`src/hdl/lsu_pkg.sv`:
```
// ********************
// Shared widths, codes and bundles for the vector load/store unit
// Imported by every RTL stage and by the testbench
// ********************

package lsu_pkg;

    localparam int xlen      = 32;                 // Address and scalar width
    localparam int vlen      = 128;                // Vector register width
    localparam int max_elems = vlen / 8;           // Most elements per register, at e8
    localparam int idx_w     = $clog2(max_elems);  // Element index width
    localparam int vl_w      = idx_w + 1;          // Holds 0 up to max_elems

    // Element width codes
    typedef enum logic [1:0] {
        e8  = 2'b00,
        e16 = 2'b01,
        e32 = 2'b10,
        e64 = 2'b11     // Reserved, rejected as illegal
    } sew_e;

    typedef enum logic {
        op_load  = 1'b0,
        op_store = 1'b1
    } lsu_op_e;

    typedef enum logic {
        mode_stride = 1'b0,  // base + i * stride
        mode_index  = 1'b1   // base + vs2[i]
    } lsu_mode_e;

    typedef struct packed {
        lsu_op_e                op;
        lsu_mode_e              mode;
        sew_e                   sew;
        logic [vl_w-1:0]        vl;
        logic [xlen-1:0]        base;
        logic signed [xlen-1:0] stride;  // In bytes
        logic [vlen-1:0]        vs2;     // Offsets for indexed mode
        logic [vlen-1:0]        vs3;     // Store data
    } lsu_cmd_t;

    // One element access, element stage to memory stage
    typedef struct packed {
        logic             write;
        logic [xlen-1:0]  addr;
        logic [31:0]      wdata;  // Already shifted to its lane
        logic [3:0]       strb;
        logic [idx_w-1:0] idx;
        sew_e             sew;
    } elem_req_t;

    // One finished access, memory stage to writeback
    typedef struct packed {
        logic             write;
        logic [idx_w-1:0] idx;
        sew_e             sew;
        logic [1:0]       lane;   // Byte lane the element sits in
        logic [31:0]      rdata;
    } elem_rsp_t;

    typedef struct packed {
        logic            write;
        logic [xlen-1:0] addr;
        logic [31:0]     wdata;
        logic [3:0]      strb;
    } mem_req_t;

    // Byte strobe of one element sitting in lane 0
    function automatic logic [3:0] sew_strb(input sew_e s);
        case (s)
            e8:      return 4'b0001;
            e16:     return 4'b0011;
            default: return 4'b1111;
        endcase
    endfunction

endpackage
```
`src/hdl/lsu_writeback.sv`:
```
// ********************
// Writeback stage of the LSU
// Places loaded elements into vd and reports each completion to the sequencer
// ********************
`timescale 1ns/1ps

module lsu_writeback #(
    parameter int vlen = lsu_pkg::vlen
) (
    input  logic               clk,
    input  logic               n_rst,
    input  logic               rsp_valid,
    input  lsu_pkg::elem_rsp_t rsp,
    input  logic               new_cmd,    // Clears vd for the next command
    output logic               elem_done,
    output logic [vlen-1:0]    vd_data
);
    import lsu_pkg::*;

    logic [31:0] rsp_elem;   // Loaded element brought down to lane 0

    assign rsp_elem = rsp.rdata >> (8 * rsp.lane);

    // Loads and stores both count toward completion
    always_ff @(posedge clk or negedge n_rst) begin
        if (!n_rst) begin
            elem_done <= 1'b0;
        end else begin
            elem_done <= rsp_valid;
        end
    end

    // Slots above vl keep the zeros from the clear
    always_ff @(posedge clk) begin
        if (new_cmd) begin
            vd_data <= '0;
        end else if (rsp_valid && !rsp.write) begin
            case (rsp.sew)
                e8:      vd_data[rsp.idx*8 +: 8]   <= rsp_elem[7:0];
                e16:     vd_data[rsp.idx*16 +: 16] <= rsp_elem[15:0];
                default: vd_data[rsp.idx*32 +: 32] <= rsp_elem;
            endcase
        end
    end

endmodule

```
`config.mk`:
```
export PLATFORM = sky130hd
export DESIGN_NAME = lsu_writeback
export DESIGN_NICKNAME = d
export VERILOG_FILES = /design/src/hdl/lsu_pkg.sv /design/src/hdl/lsu_writeback.sv
export SDC_FILE = /design/constraint.sdc
export NUM_CORES = 1
export LEC_CHECK = 0
export BUFFER_PORTS_ARGS = -buffer_cell sky130_fd_sc_hd__buf_4
export CAP_MARGIN = 20
export CORE_MARGIN = 5
export CORE_UTILIZATION = 61
export CTS_CLUSTER_DIAMETER = 30
export DETAILED_ROUTE_END_ITERATION = 10
export PLACE_DENSITY = 0.93
export SLEW_MARGIN = 20
export SYNTH_ARGS = -nofsm -noshare
export SYNTH_HDL_FRONTEND = slang
export SYNTH_SLANG_ARGS = --single-unit
```
`constraint.sdc`:
```
create_clock -name clk -period 1.6 [get_ports clk]
set_input_delay 0.08 -clock clk [delete_from_list [all_inputs] [get_ports clk]]
set_output_delay 0.08 -clock clk [all_outputs]
set_load 0.03 [all_outputs]
```
==> results.sh, run 1 <==
export IMPL_haltStage="clock tree synthesis (4_1_cts)"
export IMPL_async_reset_ff_frac=0.00775
export IMPL_ys_flop_type="dfxtp_1"
export IMPL_yosys_warnings=0
export IMPL_cts_root_buf="clkbuf_16"
export IMPL_ctsHoldBuffers=3
export IMPL_num_rows=44
export IMPL_die_height_um=131
export IMPL_synth_nets=1198
export IMPL_syn_area_per_cell_um2=7.76
export IMPL_synth_area_um2=8930
export IMPL_post_cts_resized=348
export IMPL_dp_hpwl_um=36000
export IMPL_clock_sinks=129
export IMPL_status="stopped before the end"
export IMPL_start_util=0.619
export IMPL_syn_inst=1150
export IMPL_post_cts_setup_buffer_count=50
export IMPL_clockBufferDepth=2
export IMPL_gp_congestion=1.16
export IMPL_io_buffer_count=173
export IMPL_placed_cells=1689
export IMPL_io_pins=174
export IMPL_htreeDepth=4
export IMPL_tool_error="[ERROR DPL-0038] Utilization greater than 100%, impossible to legalize"
export IMPL_synth_edf_count=0
export IMPL_ys_types=72
export IMPL_ys_seq_area_frac=0.290
export IMPL_die_x_um=131
export IMPL_ys_ff_latch=129
export IMPL_numCtsBuffers=17
cells in the mapped netlist, types with 24 or more instances:
library cell  count  area [µm²]
a21oi_1         123         616
a31oi_1          39         244
clkbuf_1         79         297
dfxtp_1         128        2560
mux2_2           46         518
mux2i_1          44         440
nand2_1         120         450
nand3_1          43         215
nor2_1           88         330
o211ai_1         24         180
o21ai_0         100         500
o2bb2ai_1        30         263
kinds of logic after synthesis:
| family | Yosys count | share of synthesized area |
|---|---|---|
| AND/OR/NAND/NOR | 324 | 0.167 |
| multiplexers | 93 | 0.115 |
| buffers and inverters | 111 | 0.0506 |
| flip-flops | 129 | 0.290 |
| adder cells (fa/ha/maj) | 3 | 0.00421 |
| AO/OA/AOI/OAI | 488 | 0.370 |
| XOR/XNOR | 2 | 0.00280 |
per-stage QoR:
stage	setup slack (ns)	cell area [µm²]	TNS (ns)	hold WS, ns
after floorplan	-0.690	9370	-75.71	-0.216
after global placement	-0.609	12700	-67.74	-0.145
after detailed placement	-0.851	12700	-82.09	-0.144
==> inputs of run 2 (changes only) <==
- CORE_UTILIZATION: 61 -> 40
- CTS_CLUSTER_DIAMETER: 30 -> unset
- PLACE_DENSITY: 0.93 -> unset
- PLACE_DENSITY_LB_ADDON: unset -> 0.15
==> results.sh, run 2 <==
export IMPL_critPathCaptureType="register"
export IMPL_ys_flop_type="dfxtp_1"
export IMPL_final_net_count=1646
export IMPL_pre_cts_ws_ns=-0.825
export IMPL_relSlewSlack=0.479
export IMPL_crit_fanout=8
export IMPL_crit_type="in2reg"
export IMPL_finalNonFillerCells=1891
export IMPL_gp_congestion=1.02
export IMPL_setup_viol=128
export IMPL_die_height_um=159
export IMPL_routedWlPerCell_um=26.1
export IMPL_worst_ep_arrival_time_ns=2.30
export IMPL_ys_seq_area_frac=0.290
export IMPL_synth_most_common_cell="dfxtp_1"
export IMPL_crit_family="simple AND/OR/NAND/NOR gates"
export IMPL_finalPower_w=0.0111
export IMPL_ir_drop_uv=673
export IMPL_placed_cells=1815
export IMPL_synthTopCellsByArea="dfxtp_1 (29%), a21oi_1 (6.9%), mux2_2 (5.8%)"
export IMPL_max_cap_violations=0
export IMPL_grt_pass1_wl_um=71700
export IMPL_p_per_area_nw_per_um2=702
export IMPL_drc_errors=0
export IMPL_htreeDepth=4
export IMPL_synth_top_area_frac=0.287
export IMPL_cp_required_ns=1.97
export IMPL_synth_area_um2=8930
export IMPL_ys_top_cells_by_count="dfxtp_1 (128), a21oi_1 (123), nand2_1 (120), o21ai_0 (100), nor2_1 (88)"
export IMPL_grt_pass1_vias=11700
export IMPL_cts_root_buf="clkbuf_16"
export IMPL_path_clk_slew_ns=0.07
export IMPL_cp_num_buf_inv=6
export IMPL_routed_wl_um=49400
export IMPL_min_period_ns=1.93
export IMPL_crit_chain="buf_6, or3_4, inv_2, ha_4, buf_6, nor2_4, nand4_1, a21oi_2, buf_6, buf_6, nand2_8, buf_8, o21ai_1"
export IMPL_syn_inst=1150
export IMPL_start_util=0.408
export IMPL_num_rows=54
export IMPL_vias=12300
export IMPL_fin_crit_sh=1.21
export IMPL_core_area_um2=21900
export IMPL_grt_overflow_total=0
export IMPL_async_reset_ff_frac=0.00775
export IMPL_layout_common_cells="buf_4 (424), dfxtp_1 (128), nand2_1 (100)"
export IMPL_ant_nets=0
export IMPL_die_x_um=159
export IMPL_p_leak_nw=6.20
export IMPL_slew_violations=0
export IMPL_ys_types=72
export IMPL_hold_violations=0
export IMPL_worstMarginPinSlew_ns=0.775
export IMPL_drive_gt1_frac=0.537
export IMPL_yosysTopAreaCell="dfxtp_1"
export IMPL_slowest_delay_ns=0.38
export IMPL_clk_latency_ns=0.44
export IMPL_clock_skew_ns=0
export IMPL_violations="negative setup slack"
export IMPL_max_freq_mhz=518
export IMPL_start_kind="primary input"
export IMPL_synth_nets=1198
export IMPL_cp_common_cell="buf_6"
export IMPL_holdCritPathClass="in2reg"
export IMPL_tns_ns=-26.12
export IMPL_area_growth_pct=76.3
export IMPL_dp_hpwl_um=34300
export IMPL_dr_first_iter_drc_count=1528
export IMPL_syn_area_per_cell_um2=7.76
export IMPL_dieArea_um2=25400
export IMPL_grt_max_degree=34
export IMPL_holdWs_ns=0.0233
export IMPL_io_pins=174
export IMPL_status="finished with violations"
export IMPL_antenna_found_initial=1
export IMPL_rsz0062_at_grt="true"
export IMPL_gr_usage_all_layers=0.358
export IMPL_ys_ff_latch=129
export IMPL_crit_slowest_cell="or3_4"
export IMPL_clock_sinks=129
export IMPL_final_common_cell="buf_4"
export IMPL_clockBufferDepth=2
export IMPL_numCtsBuffers=17
export IMPL_antennaDiodeCount=0
export IMPL_io_buffer_count=173
export IMPL_yosys_warnings=0
export IMPL_setup_ws_ns=-0.331
export IMPL_avgViaCountPerCell=6.50
export IMPL_first_pass_iters=6
export IMPL_cts_tree="built"
export IMPL_synth_edf_count=0
## run 2: cell counts after synthesis
Identical to the previous run, type by type.
## run 2: cell families after synthesis
kind of cell / count (synthesis) / synth area share
DFF: 129 / 0.290
AOI/OAI and AO/OA: 488 / 0.370
adders and majority gates: 3 / 0.00421
buffers and inverters: 111 / 0.0506
muxes: 93 / 0.115
xor gates and xnor gates: 2 / 0.00280
and+or+nand+nor: 324 / 0.167
## run 2: worst paths after layout
kind	from	to	slack, ns	cells past startpoint
hold reg to reg	register	register	0.46	2
min in group asynchronous	n_rst	elem_done	0.48	3
setup reg to reg	register	register	0.45	4
max in group asynchronous	n_rst	elem_done	1.02	3
hold / removal	rsp[26]	register	0.02	4
setup / recovery	rsp[37]	register	-0.33	13
## run 2: layout make-up
cell class	count	area (µm²)
clock inverter	15	168
inverter	11	41.3
sequential	129	2590
multi-input combinational	910	7400
clock buffer	17	425
timing repair buffer	529	4770
tap	280	350
fill	1664	6150
## run 2: where the power goes
| part | leakage (nW) | internal [W] | switching [W] |
|---|---|---|---|
| Sequential | 1.05 | 0.00330 | 0.000104 |
| Combinational | 4.87 | 0.00145 | 0.00203 |
| Clock | 0.283 | 0.00222 | 0.00195 |
## run 2: metrics by stage
| stage | area (µm²) | util |
|---|---|---|
| global route | 15700 | 0.719 |
| floorplan | 9370 | - |
| detailed placement | 13200 | 0.602 |
| CTS | 14800 | 0.676 |
| finish | 15700 | 0.719 |
| global placement | 13200 | 0.602 |
## run 2: worst min-delay path, delay by kind of cell
kind	cells	cell delay [ns]
buffers and inverters	2	0.26
AND/OR/NAND/NOR	2	0.10
## run 2: per-layer routing
layer / wire, µm / share of wire / global-route usage / vias to the layer above
met2: 21900 / 0.44 / 0.538 / 814
li1: - / - / - / 5332
met5: 13 / 0.00026 / 0 / -
met4: 2920 / 0.059 / 0.183 / 2
met3: 5260 / 0.11 / 0.104 / 223
met1: 19300 / 0.39 / 0.467 / 5917
## run 2: timing repair
action,in CTS,in global routing
gates resized for setup,188,177
cloned,3,2
hold endpoints to repair,3,0
setup endpoints to repair,128,128
hold buffers,4,0
setup buffers,29,15
pin swaps,96,97
Power figures use the tool's default switching activity.
==> inputs of run 3 (changes only) <==
- CORE_UTILIZATION: 40 -> 45
- RECOVER_POWER: unset -> 25
==> results.sh, run 3 (synthesis results as in run 2) <==
export IMPL_holdCritPathClass="in2reg"
export IMPL_holdPathStages=3
export IMPL_clock_skew_ns=0
export IMPL_routedWlPerCell_um=24.6
export IMPL_final_common_cell="buf_4"
export IMPL_area_growth_pct=58.4
export IMPL_r2r_slack_ns=0.41
export IMPL_design_area_um2=14100
export IMPL_min_from="rsp[27]"
export IMPL_crit_chain="buf_6, or3_4, inv_4, ha_4, and2_4, o2111ai_4, buf_6, nor4_4, buf_6, a222oi_1, o2bb2ai_1"
export IMPL_crit_fanout=10
export IMPL_num_rows=51
export IMPL_slew_violations=0
export IMPL_dp_hpwl_um=32600
export IMPL_first_pass_iters=8
export IMPL_numCtsBuffers=17
export IMPL_crit_type="in2reg"
export IMPL_antennaDiodeCount=0
export IMPL_die_height_um=151
export IMPL_dieArea_um2=22800
export IMPL_cp_common_cell="buf_6"
export IMPL_drive_gt1_frac=0.439
export IMPL_max_cap_violations=0
export IMPL_cts_root_buf="clkbuf_16"
export IMPL_slowest_delay_ns=0.40
export IMPL_start_util=0.457
export IMPL_finalNonFillerCells=1827
export IMPL_relSlewSlack=0.586
export IMPL_setup_ws_ns=-0.221
export IMPL_worst_ep_arrival_time_ns=2.19
export IMPL_path_clk_slew_ns=0.07
export IMPL_p_leak_nw=5.53
export IMPL_grt_pass1_wl_um=66400
export IMPL_drc_errors=0
export IMPL_gp_congestion=1.02
export IMPL_core_area_um2=19500
export IMPL_grt_max_degree=38
export IMPL_vias=12100
export IMPL_grt_pass1_vias=11600
export IMPL_rsz0062_at_grt="true"
export IMPL_die_x_um=151
export IMPL_io_buffer_count=173
export IMPL_final_net_count=1597
export IMPL_crit_slowest_cell="or3_4"
export IMPL_ir_drop_uv=813
export IMPL_utilization=0.724
export IMPL_hold_violations=0
export IMPL_htreeDepth=4
export IMPL_status="finished with violations"
export IMPL_max_freq_mhz=549
export IMPL_fillers=1577
export IMPL_routed_wl_um=44900
export IMPL_dr_first_iter_drc_count=1756
export IMPL_violations="negative setup slack"
export IMPL_cp_num_buf_inv=4
export IMPL_ant_nets=0
export IMPL_layout_common_cells="buf_4 (389), dfxtp_1 (128), nand2_1 (116)"
export IMPL_cp_required_ns=1.97
export IMPL_clockBufferDepth=2
export IMPL_cts_tree="built"
export IMPL_clock_sinks=129
export IMPL_crit_family="simple AND/OR/NAND/NOR gates"
export IMPL_r2r_worst_path_cells=4
export IMPL_grt_overflow_total=0
export IMPL_avgViaCountPerCell=6.63
export IMPL_gr_usage_all_layers=0.380
export IMPL_p_per_area_nw_per_um2=739
export IMPL_placed_cells=1783
export IMPL_io_pins=174
export IMPL_start_kind="primary input"
export IMPL_clk_latency_ns=0.44
export IMPL_pre_cts_ws_ns=-0.775
export IMPL_placed_cell_area_um2=12900
export IMPL_min_period_ns=1.82
export IMPL_setup_viol=126
export IMPL_worstMarginPinSlew_ns=0.620
export IMPL_fin_crit_sh=1.14
export IMPL_critPathCaptureType="register"
export IMPL_antenna_found_initial=1
[run 3: cell count changes in the layout (fill, tap and decap cells not counted), sizes merged]
cell and change:
clkinv +4, bufinv -1, dlygate4sd3 -1, inv -2, clkbuf +30, buf -78, clkinvlp -1
[run 3: repair_timing]
action / in CTS / in global routing
setup endpoints to repair: 128 / 128
pin swaps: 19 / 24
buffers inserted: 7 / 1
gates resized for setup: 115 / 61
gates cloned: 0 / 1
hold endpoints to repair: 2 / 0
hold buffers: 3 / 0
[run 3: report_power, final]
part | switching (W) | internal (W) | leakage [nW]
sequential | 0.000104 | 0.00330 | 1.05
clock | 0.00188 | 0.00209 | 0.281
combinational | 0.00182 | 0.00127 | 4.20
[run 3: per-stage QoR]
stage	hold slack [ns]	power (W)	setup TNS, ns
final	0.0168	0.0105	-13.15
after global routing	0.0357	0.0107	-24.05
after CTS	0.000636	0.0103	-9.86
after detailed placement	-0.143	0.00625	-80.28
after global placement	-0.145	0.00623	-76.40
after floorplan	-0.216	0.00480	-75.71
[run 3: tightest hold or removal path: stages]
cell     delay, ns
buf_4         0.14
a22oi_1       0.07
o21ai_1       0.12
[run 3: layout make-up]
| class | count | area (µm²) | area share |
|---|---|---|---|
| multi-input cells | 910 | 6670 | 0.472 |
| repair buffers | 480 | 3910 | 0.277 |
| flip-flops and latches | 129 | 2590 | 0.183 |
| clock buffers | 17 | 425 | 0.0301 |
| well taps | 265 | 332 | 0.0234 |
| clock inverters | 15 | 169 | 0.0119 |
| inverters | 11 | 43.8 | 0.00310 |
[run 3: worst max path at each step]
stage / start / slack (ns) / endpoint / cells after the start
3_3_place_gp: rsp[38] / -0.74 / register / 10
6_report: rsp[38] / -0.22 / register / 11
5_1_grt: rsp[38] / -0.29 / register / 11
3_5_place_dp: rsp[36] / -0.77 / register / 11
4_1_cts: rsp[38] / -0.20 / register / 12
2_1_floorplan: rsp[36] / -0.69 / register / 12
[run 3: layer usage]
| layer | up-vias | track usage | routed length [µm] |
|---|---|---|---|
| met4 | 2 | 0.213 | 2960 |
| met2 | 999 | 0.583 | 19500 |
| met3 | 231 | 0.0718 | 5660 |
| li1 | 5244 | - | - |
| met5 | - | 0 | 10 |
| met1 | 5646 | 0.503 | 16800 |
