--- config.mk ---
export PLATFORM = sky130hd
export DESIGN_NAME = lsu_mem_port
export DESIGN_NICKNAME = d
export VERILOG_FILES = /design/src/hdl/lsu_pkg.sv /design/src/hdl/lsu_mem_port.sv
export SDC_FILE = /design/constraint.sdc
export NUM_CORES = 1
export LEC_CHECK = 0
export BUFFER_PORTS_ARGS = -buffer_cell sky130_fd_sc_hd__buf_2
export CAP_MARGIN = 20
export CORE_ASPECT_RATIO = 1.75
export CORE_MARGIN = 5
export CORE_UTILIZATION = 28
export CTS_CLUSTER_DIAMETER = 60
export DETAILED_ROUTE_END_ITERATION = 10
export GPL_ROUTABILITY_DRIVEN = 0
export PLACE_DENSITY = 0.66
export SYNTH_ARGS = -nofsm -noshare
export SYNTH_HDL_FRONTEND = slang
export SYNTH_SLANG_ARGS = --single-unit
--- constraint.sdc ---
create_clock -name clk -period 2.5 [get_ports clk]
set_input_delay 0.125 -clock clk [delete_from_list [all_inputs] [get_ports clk]]
set_output_delay 0.125 -clock clk [all_outputs]
set_load 0.02 [all_outputs]
--- src/hdl/lsu_pkg.sv ---
// ********************
// Shared widths, codes and bundles for the vector load/store unit
// Imported by every RTL stage and by the testbench
// ********************

package lsu_pkg;

    localparam int xlen      = 32;                 // Address and scalar width
    localparam int vlen      = 128;                // Vector register width
    localparam int max_elems = vlen / 8;           // Most elements per register, at e8
    localparam int idx_w     = $clog2(max_elems);  // Element index width
    localparam int vl_w      = idx_w + 1;          // Holds 0 up to max_elems

    // Element width codes
    typedef enum logic [1:0] {
        e8  = 2'b00,
        e16 = 2'b01,
        e32 = 2'b10,
        e64 = 2'b11     // Reserved, rejected as illegal
    } sew_e;

    typedef enum logic {
        op_load  = 1'b0,
        op_store = 1'b1
    } lsu_op_e;

    typedef enum logic {
        mode_stride = 1'b0,  // base + i * stride
        mode_index  = 1'b1   // base + vs2[i]
    } lsu_mode_e;

    typedef struct packed {
        lsu_op_e                op;
        lsu_mode_e              mode;
        sew_e                   sew;
        logic [vl_w-1:0]        vl;
        logic [xlen-1:0]        base;
        logic signed [xlen-1:0] stride;  // In bytes
        logic [vlen-1:0]        vs2;     // Offsets for indexed mode
        logic [vlen-1:0]        vs3;     // Store data
    } lsu_cmd_t;

    // One element access, element stage to memory stage
    typedef struct packed {
        logic             write;
        logic [xlen-1:0]  addr;
        logic [31:0]      wdata;  // Already shifted to its lane
        logic [3:0]       strb;
        logic [idx_w-1:0] idx;
        sew_e             sew;
    } elem_req_t;

    // One finished access, memory stage to writeback
    typedef struct packed {
        logic             write;
        logic [idx_w-1:0] idx;
        sew_e             sew;
        logic [1:0]       lane;   // Byte lane the element sits in
        logic [31:0]      rdata;
    } elem_rsp_t;

    typedef struct packed {
        logic            write;
        logic [xlen-1:0] addr;
        logic [31:0]     wdata;
        logic [3:0]      strb;
    } mem_req_t;

    // Byte strobe of one element sitting in lane 0
    function automatic logic [3:0] sew_strb(input sew_e s);
        case (s)
            e8:      return 4'b0001;
            e16:     return 4'b0011;
            default: return 4'b1111;
        endcase
    endfunction

endpackage
--- src/hdl/lsu_mem_port.sv ---
// ********************
// Memory stage of the LSU
// Runs one four-phase req/ack transaction per element
// and hands a response to writeback the cycle after mem_ack
// ********************
`timescale 1ns/1ps

module lsu_mem_port (
    input  logic               clk,
    input  logic               n_rst,
    input  logic               ereq_valid,
    input  lsu_pkg::elem_req_t ereq,
    output logic               ereq_ready,
    output logic               mem_req,
    output lsu_pkg::mem_req_t  mem,
    input  logic               mem_ack,
    input  logic [31:0]        mem_rdata,
    output logic               rsp_valid,
    output lsu_pkg::elem_rsp_t rsp
);
    import lsu_pkg::*;

    typedef enum logic [1:0] {
        st_idle,       // Free for the next element
        st_wait_ack,   // mem_req high
        st_wait_drop   // mem_req low, memory still acking
    } port_state_e;

    port_state_e state;
    elem_req_t   cur;    // Element in flight on the memory port

    assign ereq_ready = (state == st_idle);

    // Request bundle stays stable for the whole handshake
    assign mem.write = cur.write;
    assign mem.addr  = cur.addr;
    assign mem.wdata = cur.wdata;
    assign mem.strb  = cur.strb;

    always_ff @(posedge clk or negedge n_rst) begin
        if (!n_rst) begin
            state     <= st_idle;
            mem_req   <= 1'b0;
            rsp_valid <= 1'b0;
        end else begin
            rsp_valid <= 1'b0;   // Single-cycle response
            case (state)
                st_idle: begin
                    if (ereq_valid) begin
                        state   <= st_wait_ack;
                        mem_req <= 1'b1;
                    end
                end
                st_wait_ack: begin
                    if (mem_ack) begin
                        state     <= st_wait_drop;
                        mem_req   <= 1'b0;
                        rsp_valid <= 1'b1;
                    end
                end
                st_wait_drop: begin
                    if (!mem_ack) begin
                        state <= st_idle;
                    end
                end
                default: state <= st_idle;
            endcase
        end
    end

    always_ff @(posedge clk) begin
        if (ereq_valid && ereq_ready) begin
            cur <= ereq;
        end
        if (state == st_wait_ack && mem_ack) begin
            rsp.write <= cur.write;
            rsp.idx   <= cur.idx;
            rsp.sew   <= cur.sew;
            rsp.lane  <= cur.addr[1:0];
            rsp.rdata <= mem_rdata;   // Read data valid with ack
        end
    end

endmodule

Word-level counts from Yosys, hierarchy flattened
Index checks and enable logic that the tools add are counted. W data, S select, Z words.

Equal/unequal tests: 5. Muxes and demuxes: 9. Reductions and logical operators: 6.

Operator list (count): $mux W2 (3); $ne A2 B2 Y1 const B (3); $pmux W2 S3 (1); $reduce_and A3 Y1 (2); $mux W1 (4); $eq A2 B1 Y1 const B (1); $eq A2 B2 Y1 const B (1); $logic_and A1 B1 Y1 (2); $logic_not A2 Y1 (1); $pmux W1 S2 (1); $reduce_bool A2 Y1 (1).

Bits in registers: 120. Output and inout bits: 113. Word-level logic and storage cells: 34.

Depth between registers and ports, before layout
Gate-level depths: netlist (run 1).

Depth in word-level cells: 3. Depth in mapped cells: 3. Gate-level depth less buffers: 3.

Worst setup path before layout (run 1)
No wires, ideal clock.

Path type: reg-to-reg. Start point: reg state[0]. End point: reg cur[0] (netlist name), enable pin. Library setup time: 0.441 ns. Arrival: 2.582 ns. Data required time: 2.059 ns. Slack: -0.524 ns. Stages on the path, launching flop included: 3. Period minus slack after synthesis: 3.024 ns. Path through: dfrtp_1 -> nor2_1 -> and2_1.

Cells in the longest elaborated chain, start to end: 2.

Ends and longest elaborated chain: start, declared (line lsu_mem_port.sv:29) `port_state_e state;`; start signal, assigned (line lsu_mem_port.sv:42) `state <= st_idle;`; start signal, assigned (line lsu_mem_port.sv:50) `state <= st_wait_ack;`; start signal, assigned (line lsu_mem_port.sv:56) `state <= st_wait_drop;`; $logic_not A2 Y1 (line lsu_mem_port.sv:32) `assign ereq_ready = (state == st_idle);`; named net ereq_ready (line lsu_mem_port.sv:13) `output logic ereq_ready,`; $logic_and A1 B1 Y1 (line lsu_mem_port.sv:72) `if (ereq_valid && ereq_ready) begin`; end signal, assigned (line lsu_mem_port.sv:73) `cur <= ereq;`; end, declared (line lsu_mem_port.sv:30) `elem_req_t cur;`.

The timed path passes the listed nets, and every way through them passes these cells. A chain may end at the register's enable or synchronous reset.

Final worst setup path (run 1)
Start point: reg state[0]. End point: reg cur, in the netlist mem[32], enable pin.

Cells in the longest elaborated chain, start to end: 2.

Ends and longest elaborated chain (line): $logic_not A2 Y1 (lsu_mem_port.sv:32); $logic_and A1 B1 Y1 (lsu_mem_port.sv:72).

No other way between the ends.

==> results of run 1 <==
final cells by class:
| class | count | area share [%] |
|---|---|---|
| diodes | 2 | 0.07386 |
| clock buffers | 20 | 6.739 |
| clock inverters | 12 | 2.936 |
| inverters | 2 | 0.1108 |
| multi-input cells | 10 | 0.9047 |
| flip-flops and latches | 120 | 52.88 |
| well taps | 183 | 3.379 |
| repair buffers | 334 | 32.98 |
synth_stat cells:
| library cell | instances |
|---|---|
| and2_1 | 1 |
| and3_2 | 1 |
| xnor2_1 | 1 |
| buf_4 | 69 |
| inv_1 | 2 |
| dfrtp_1 | 4 |
| mux2i_1 | 1 |
| o21ai_0 | 2 |
| edfxtp_1 | 116 |
| a21oi_1 | 1 |
| nor2_1 | 3 |
registers in the layout, summed over array words and instances (netlist names):
signal and cells:
rsp_valid 1, mem_req 1, mem 69, rsp 41, cur 6, state 2
worst min-delay path by stage:
stage | endpoint | slack (ns) | depth (start not counted)
2_1_floorplan | mem_req$_DFFE_PN0P_ | -0.17 | 0
3_3_place_gp | rsp_valid$_DFF_PN0_ | -0.06 | 1
3_5_place_dp | rsp_valid$_DFF_PN0_ | -0.06 | 1
4_1_cts | state[0]$_DFFE_PN0P_ | 0.01 | 3
5_1_grt | state[0]$_DFFE_PN0P_ | 0.01 | 3
6_report | state[0]$_DFFE_PN0P_ | 0.03 | 3
per-stage QoR:
stage | hold slack (ns) | setup slack, ns | cell area, um^2
6_report | 0.02739 | 0.7786 | 6777
3_5_place_dp | -0.06229 | 0.7649 | 5025
2_1_floorplan | -0.1706 | 0.2818 | 4169
5_1_grt | 0.01269 | 0.6778 | 6774
4_1_cts | 0.01188 | 0.7519 | 6771
3_3_place_gp | -0.06380 | 0.8529 | 5025
layer usage:
metal,share of wire (%),up-vias,track usage [%]
met3,8.9,18,4.951
met2,54,138,21.47
met1,35,1229,12.20
met5,0,-,0
met4,2.3,0,5.882
li1,-,1238,-
power breakdown:
part | internal, uW | total, uW | switching (uW)
registers | 2760 | 2870 | 117
clock network | 1820 | 2660 | 838
logic | 467 | 1410 | 943
worst max-delay path: cells and delay by family (launching register included):
family | cells | cell delay (ns)
buf+inv | 1 | 0.29
flops | 1 | 0.43
simple gates | 2 | 0.63
logic make-up after synthesis:
| kind of cell | after synthesis | synth area share [%] |
|---|---|---|
| compound gates | 3 | 0.3601 |
| mux | 1 | 0.2402 |
| buf+inv | 71 | 12.61 |
| simple gates | 5 | 0.6006 |
| flops | 120 | 85.98 |
| xor+xnor | 1 | 0.2102 |
==> metrics.txt, run 1 <==
DRC viols=0; max cap viols=0; postcts setup bufs=0; #FFs+latches synth=120; die width=102.2 um; Slowest cell on crit path=and2_4; Tmin final=1.721 ns; routed via count=2,623; final worst-path cycle share=68.85%; top cells by area, synth=edfxtp_1 (84%), buf_4 (12%), dfrtp_1 (2.4%), nor2_1 (0.27%), mux2i_1 (0.24%); Root Buffer=clkbuf_16; PostCTS Resize Cnt=0; Seq/Total Area, Yosys=85.98%; die area=17,520 um^2; Syn Std Cell Area=4168 um^2; Setup crit end kind=flip-flop; CP max FO=44; power consumption=6942 uW; synth-to-layout area growth=62.59%; Worst Hold Class=in -> reg; Total GRT Usage=12.17%; Util after Layout=45.90%; Yosys cell types=11; via-per-instance ratio=3.840; HPWL after DPL=7145 um; register area=3583 um^2; core region area=14,760 um^2; Slew headroom=65.92%; PwrDens=1024 nW/um^2; Nets=596; unrepaired setup endpoints after global routing=false; vias in the first global route=3,043; Synthesis Warnings=0; Num CTS Buffers=17; Die Y=171.4 um; standard-cell rows=59; DRT Wirelength=10,660 um; max-slew violations=0; Critical Path Max Stage Delay=0.45 ns; Critical Path Sink=mem[32]$_DFFE_PP_; initial antenna violation count=1; CTS tree=built; CP cell instances=nor2_1 > and2_4 > buf_12; multi-input logic area=61.31 um^2; Wirelength per Cell=15.60 um; critical path type=reg -> reg; port bufs=223; reg-to-reg endpoint=mem[32]$_DFFE_PP_; fraction of layout cells with a size suffix above 1=51.81%; CTS H-tree depth=4; syn avg cell area=20.74 um^2; CTS clk-pin slew, worst paths=0.06 ns; Post-Syn Instances=201; fillers=1,322; final hold vios=0; most frequent cells in the layout=buf_2 (223), edfxtp_1 (116), dlygate4sd3_1 (109); commonest non-fill, non-tap cell in the layout=buf_2; clock sink total=120; post-synth top area cell=edfxtp_1; Yosys top cell area share=83.58%; Ports=224; Worst-Margin Slew=0.5112 ns; Static Leakage=0.002819 uW; Finished Layout Cells=683; arrival time at the worst endpoint=1.80 ns; initial drt markers=45; setup slack, reg-to-reg=0.78 ns; Post-DRT Antenna Nets=0; CTS hold repair buffers=109; Final TNS setup=0 ns; crit path launch type=flip-flop; Reg2Reg Launch Point=state[0]$_DFFE_PN0P_; Clock Latency Late Sink=0.40 ns; largest net degree at the start of global routing=45; outcome=finished clean; CTS max path bufs=2; crit path from=state[0]$_DFFE_PN0P_; Reg2Reg Depth=3; Worst VDD drop=0.5541 mV; DR pass1 iterations=4; Post-Syn Nets=312; first-pass GRT wire length=15,660 um; Fin Clk Skew=0.01266 ns; beginning of the worst hold path=ereq_valid; max frequency=0.5809 GHz; total grt overflow=0; initial core utilization=28.23%; Req. time, crit path=2.58 ns; placed cells=540; final setup fails=0
Note: power is estimated with default switching activity, not from simulation.
==> run 2, diff against run 1 <==
--- a/config.mk
+++ b/config.mk
@@ -13,7 +13,7 @@
 export CTS_CLUSTER_DIAMETER = 60
 export DETAILED_ROUTE_END_ITERATION = 10
 export GPL_ROUTABILITY_DRIVEN = 0
-export PLACE_DENSITY = 0.66
+export PLACE_DENSITY = 0.64
 export SYNTH_ARGS = -nofsm -noshare
 export SYNTH_HDL_FRONTEND = slang
 export SYNTH_SLANG_ARGS = --single-unit
==> constraint.sdc (replaced) <==
create_clock -name clk -period 1.6 [get_ports clk]
set_input_delay 0.08 -clock clk [delete_from_list [all_inputs] [get_ports clk]]
set_output_delay 0.08 -clock clk [all_outputs]
set_load 0.02 [all_outputs]
==> run 2 against run 1 <==
Non-clock buffer count up 4. Die area unchanged. Critical endpoint is now rsp[18]$_DFFE_PP_. Sequential power up 57%. Clock skew down 0.0077 ns. Highest routed layer unchanged. Cell count up 0.29%.
==> metrics.txt, run 2 (same netlist as run 1, synthesis figures left out) <==
total grt overflow=0 (unchanged); Tmin final=1.424 ns (-0.2977 ns); post-route setup slack=0.1763 ns (-0.6023 ns); initial antenna violation count=0 (-1); CP max FO=34 (-23%); DRT Wirelength=10,130 um (-5.0%); initial core utilization=28.23% (unchanged); Num CTS Buffers=17 (unchanged); routed via count=2,631 (+0.30%); Root Buffer=clkbuf_16; vias in the first global route=2,983 (-2.0%); via-per-instance ratio=3.841 (about the same); outcome=finished clean; CTS clk-pin slew, worst paths=0.05 ns (about the same); first-pass GRT wire length=14,750 um (-5.9%); final worst-path cycle share=88.98% (+20 points); Diodes inserted=0 (-2); max FFs per register=69 (unchanged); most frequent cells in the layout=buf_2 (223), edfxtp_1 (116), dlygate4sd3_1 (111); crit path launch type=flip-flop; Wirelength per Cell=14.78 um (-5.3%); Clock Latency Late Sink=0.39 ns (about the same); final setup fails=0 (unchanged); Util after Layout=46.03% (+0.13 points); minimum hold slack=0.3894 ns (+0.3620 ns); core region area=14,760 um^2 (unchanged); CTS H-tree depth=4 (unchanged); port bufs=223 (unchanged); final hold vios=0 (unchanged); max-slew violations=0 (unchanged); Finished Layout Cells=685 (+0.29%); largest net degree at the start of global routing=35 (-22%); max cap viols=0 (unchanged); Static Leakage=0.002828 uW (+0.33%); Post-DRT Antenna Nets=0 (unchanged); clock sink total=120 (unchanged); Req. time, crit path=1.69 ns (-0.89 ns); CTS max path bufs=2 (unchanged); Ports=224 (unchanged); Worst VDD drop=0.9911 mV (+79%); HPWL after DPL=6979 um (-2.3%); Slew headroom=84.61% (+19 points); critical path type=reg -> reg; Nets=600 (+0.67%); unrepaired setup endpoints after global routing=false; arrival time at the worst endpoint=1.51 ns (-0.29 ns); Total GRT Usage=11.39% (-0.78 points); initial drt markers=43 (-4.4%); max frequency=0.7024 GHz (+21%); Worst Hold Class=in -> reg; Die Y=171.4 um (unchanged); pre-CTS setup slack=0.1636 ns (-0.6013 ns); die width=102.2 um (unchanged); die area=17,520 um^2 (unchanged); PwrDens=1565 nW/um^2 (+53%); commonest non-fill, non-tap cell in the layout=buf_2; DRC viols=0 (unchanged); DR pass1 iterations=4 (unchanged); placed cells=542 (+0.37%); CTS tree=built; fraction of layout cells with a size suffix above 1=51.59% (-0.21 points); Fin Clk Skew=0.004948 ns (-0.007711 ns); power consumption=10,640 uW (+53%); standard-cell rows=59 (unchanged); Worst-Margin Slew=0.2308 ns (-0.2804 ns); fillers=1,299 (-1.7%); synth-to-layout area growth=63.04%; Setup crit end kind=flip-flop
-- run 2: cell types whose count changed in the layout (fill, tap and decap cells not counted), moves of 2 or more --
cell and change:
dlygate4sd3_1 +2, diode_2 -2, buf_12 +2, clkbuf_8 -2
-- run 2: area by class of cell --
class	count	area [um^2]	share of cell area, %
inverter	2	7.507	0.1105
tap	183	229.0	3.370
sequential	120	3583	52.73
clock buffer	19	432.9	6.371
multi-input combinational	10	68.82	1.013
clock inverter	13	178.9	2.633
timing repair buffer	338	2295	33.77
-- run 2: final timing paths --
| kind | startpoint | to | slack, ns | cells after the start |
|---|---|---|---|---|
| max reg2reg | state[1]$_DFFE_PN0P_ | rsp[18]$_DFFE_PP_ | 0.18 | 3 |
| min in group asynchronous | n_rst | mem_req$_DFFE_PN0P_ | 0.59 | 3 |
| max in group asynchronous | n_rst | rsp_valid$_DFF_PN0_ | 0.84 | 3 |
| min reg2reg | cur[3]$_DFFE_PP_ | rsp[37]$_DFFE_PP_ | 0.41 | 0 |
| min | ereq[67] | mem[61]$_DFFE_PP_ | 0.39 | 2 |
| max | state[1]$_DFFE_PN0P_ | rsp[18]$_DFFE_PP_ | 0.18 | 3 |
-- run 2: critical path, cell delays in order, from the launching register on --
cell and delay, ns:
dfrtp_1 0.44, inv_1 0.09, and3_2 0.32, buf_12 0.24
-- run 2: report_power, final --
| group | internal (uW) | total [uW] | switching (uW) | leakage (uW) |
|---|---|---|---|---|
| clock network | 2590 | 3870 | 1280 | 0.000290 |
| logic | 808 | 2270 | 1460 | 0.00141 |
| registers | 4300 | 4500 | 194 | 0.00113 |
| total | 7700 | 10600 | 2930 | 0.00283 |
-- run 2: metal layers --
layer  vias to the layer above  GRT usage [%]  part of all wire (%)
met2                       142          19.94                    53
met5                         -              0                     0
li1                       1243              -                     -
met1                      1227          11.20                    35
met4                         0          6.625                   3.3
met3                        19          4.383                   8.9
-- run 2: metrics by stage --
step | instance area (um^2) | TNS, ns
6_report | 6795 | 0
5_1_grt | 6795 | 0
4_1_cts | 6795 | 0
3_5_place_dp | 5072 | 0
3_3_place_gp | 5072 | 0
2_1_floorplan | 4178 | -3.672
-- run 2: what timing repair did --
action,in CTS,in global routing
endpoints found under the hold margin,113,0
buffers inserted,0,0
hold buffers,111,0
resized for setup,0,0
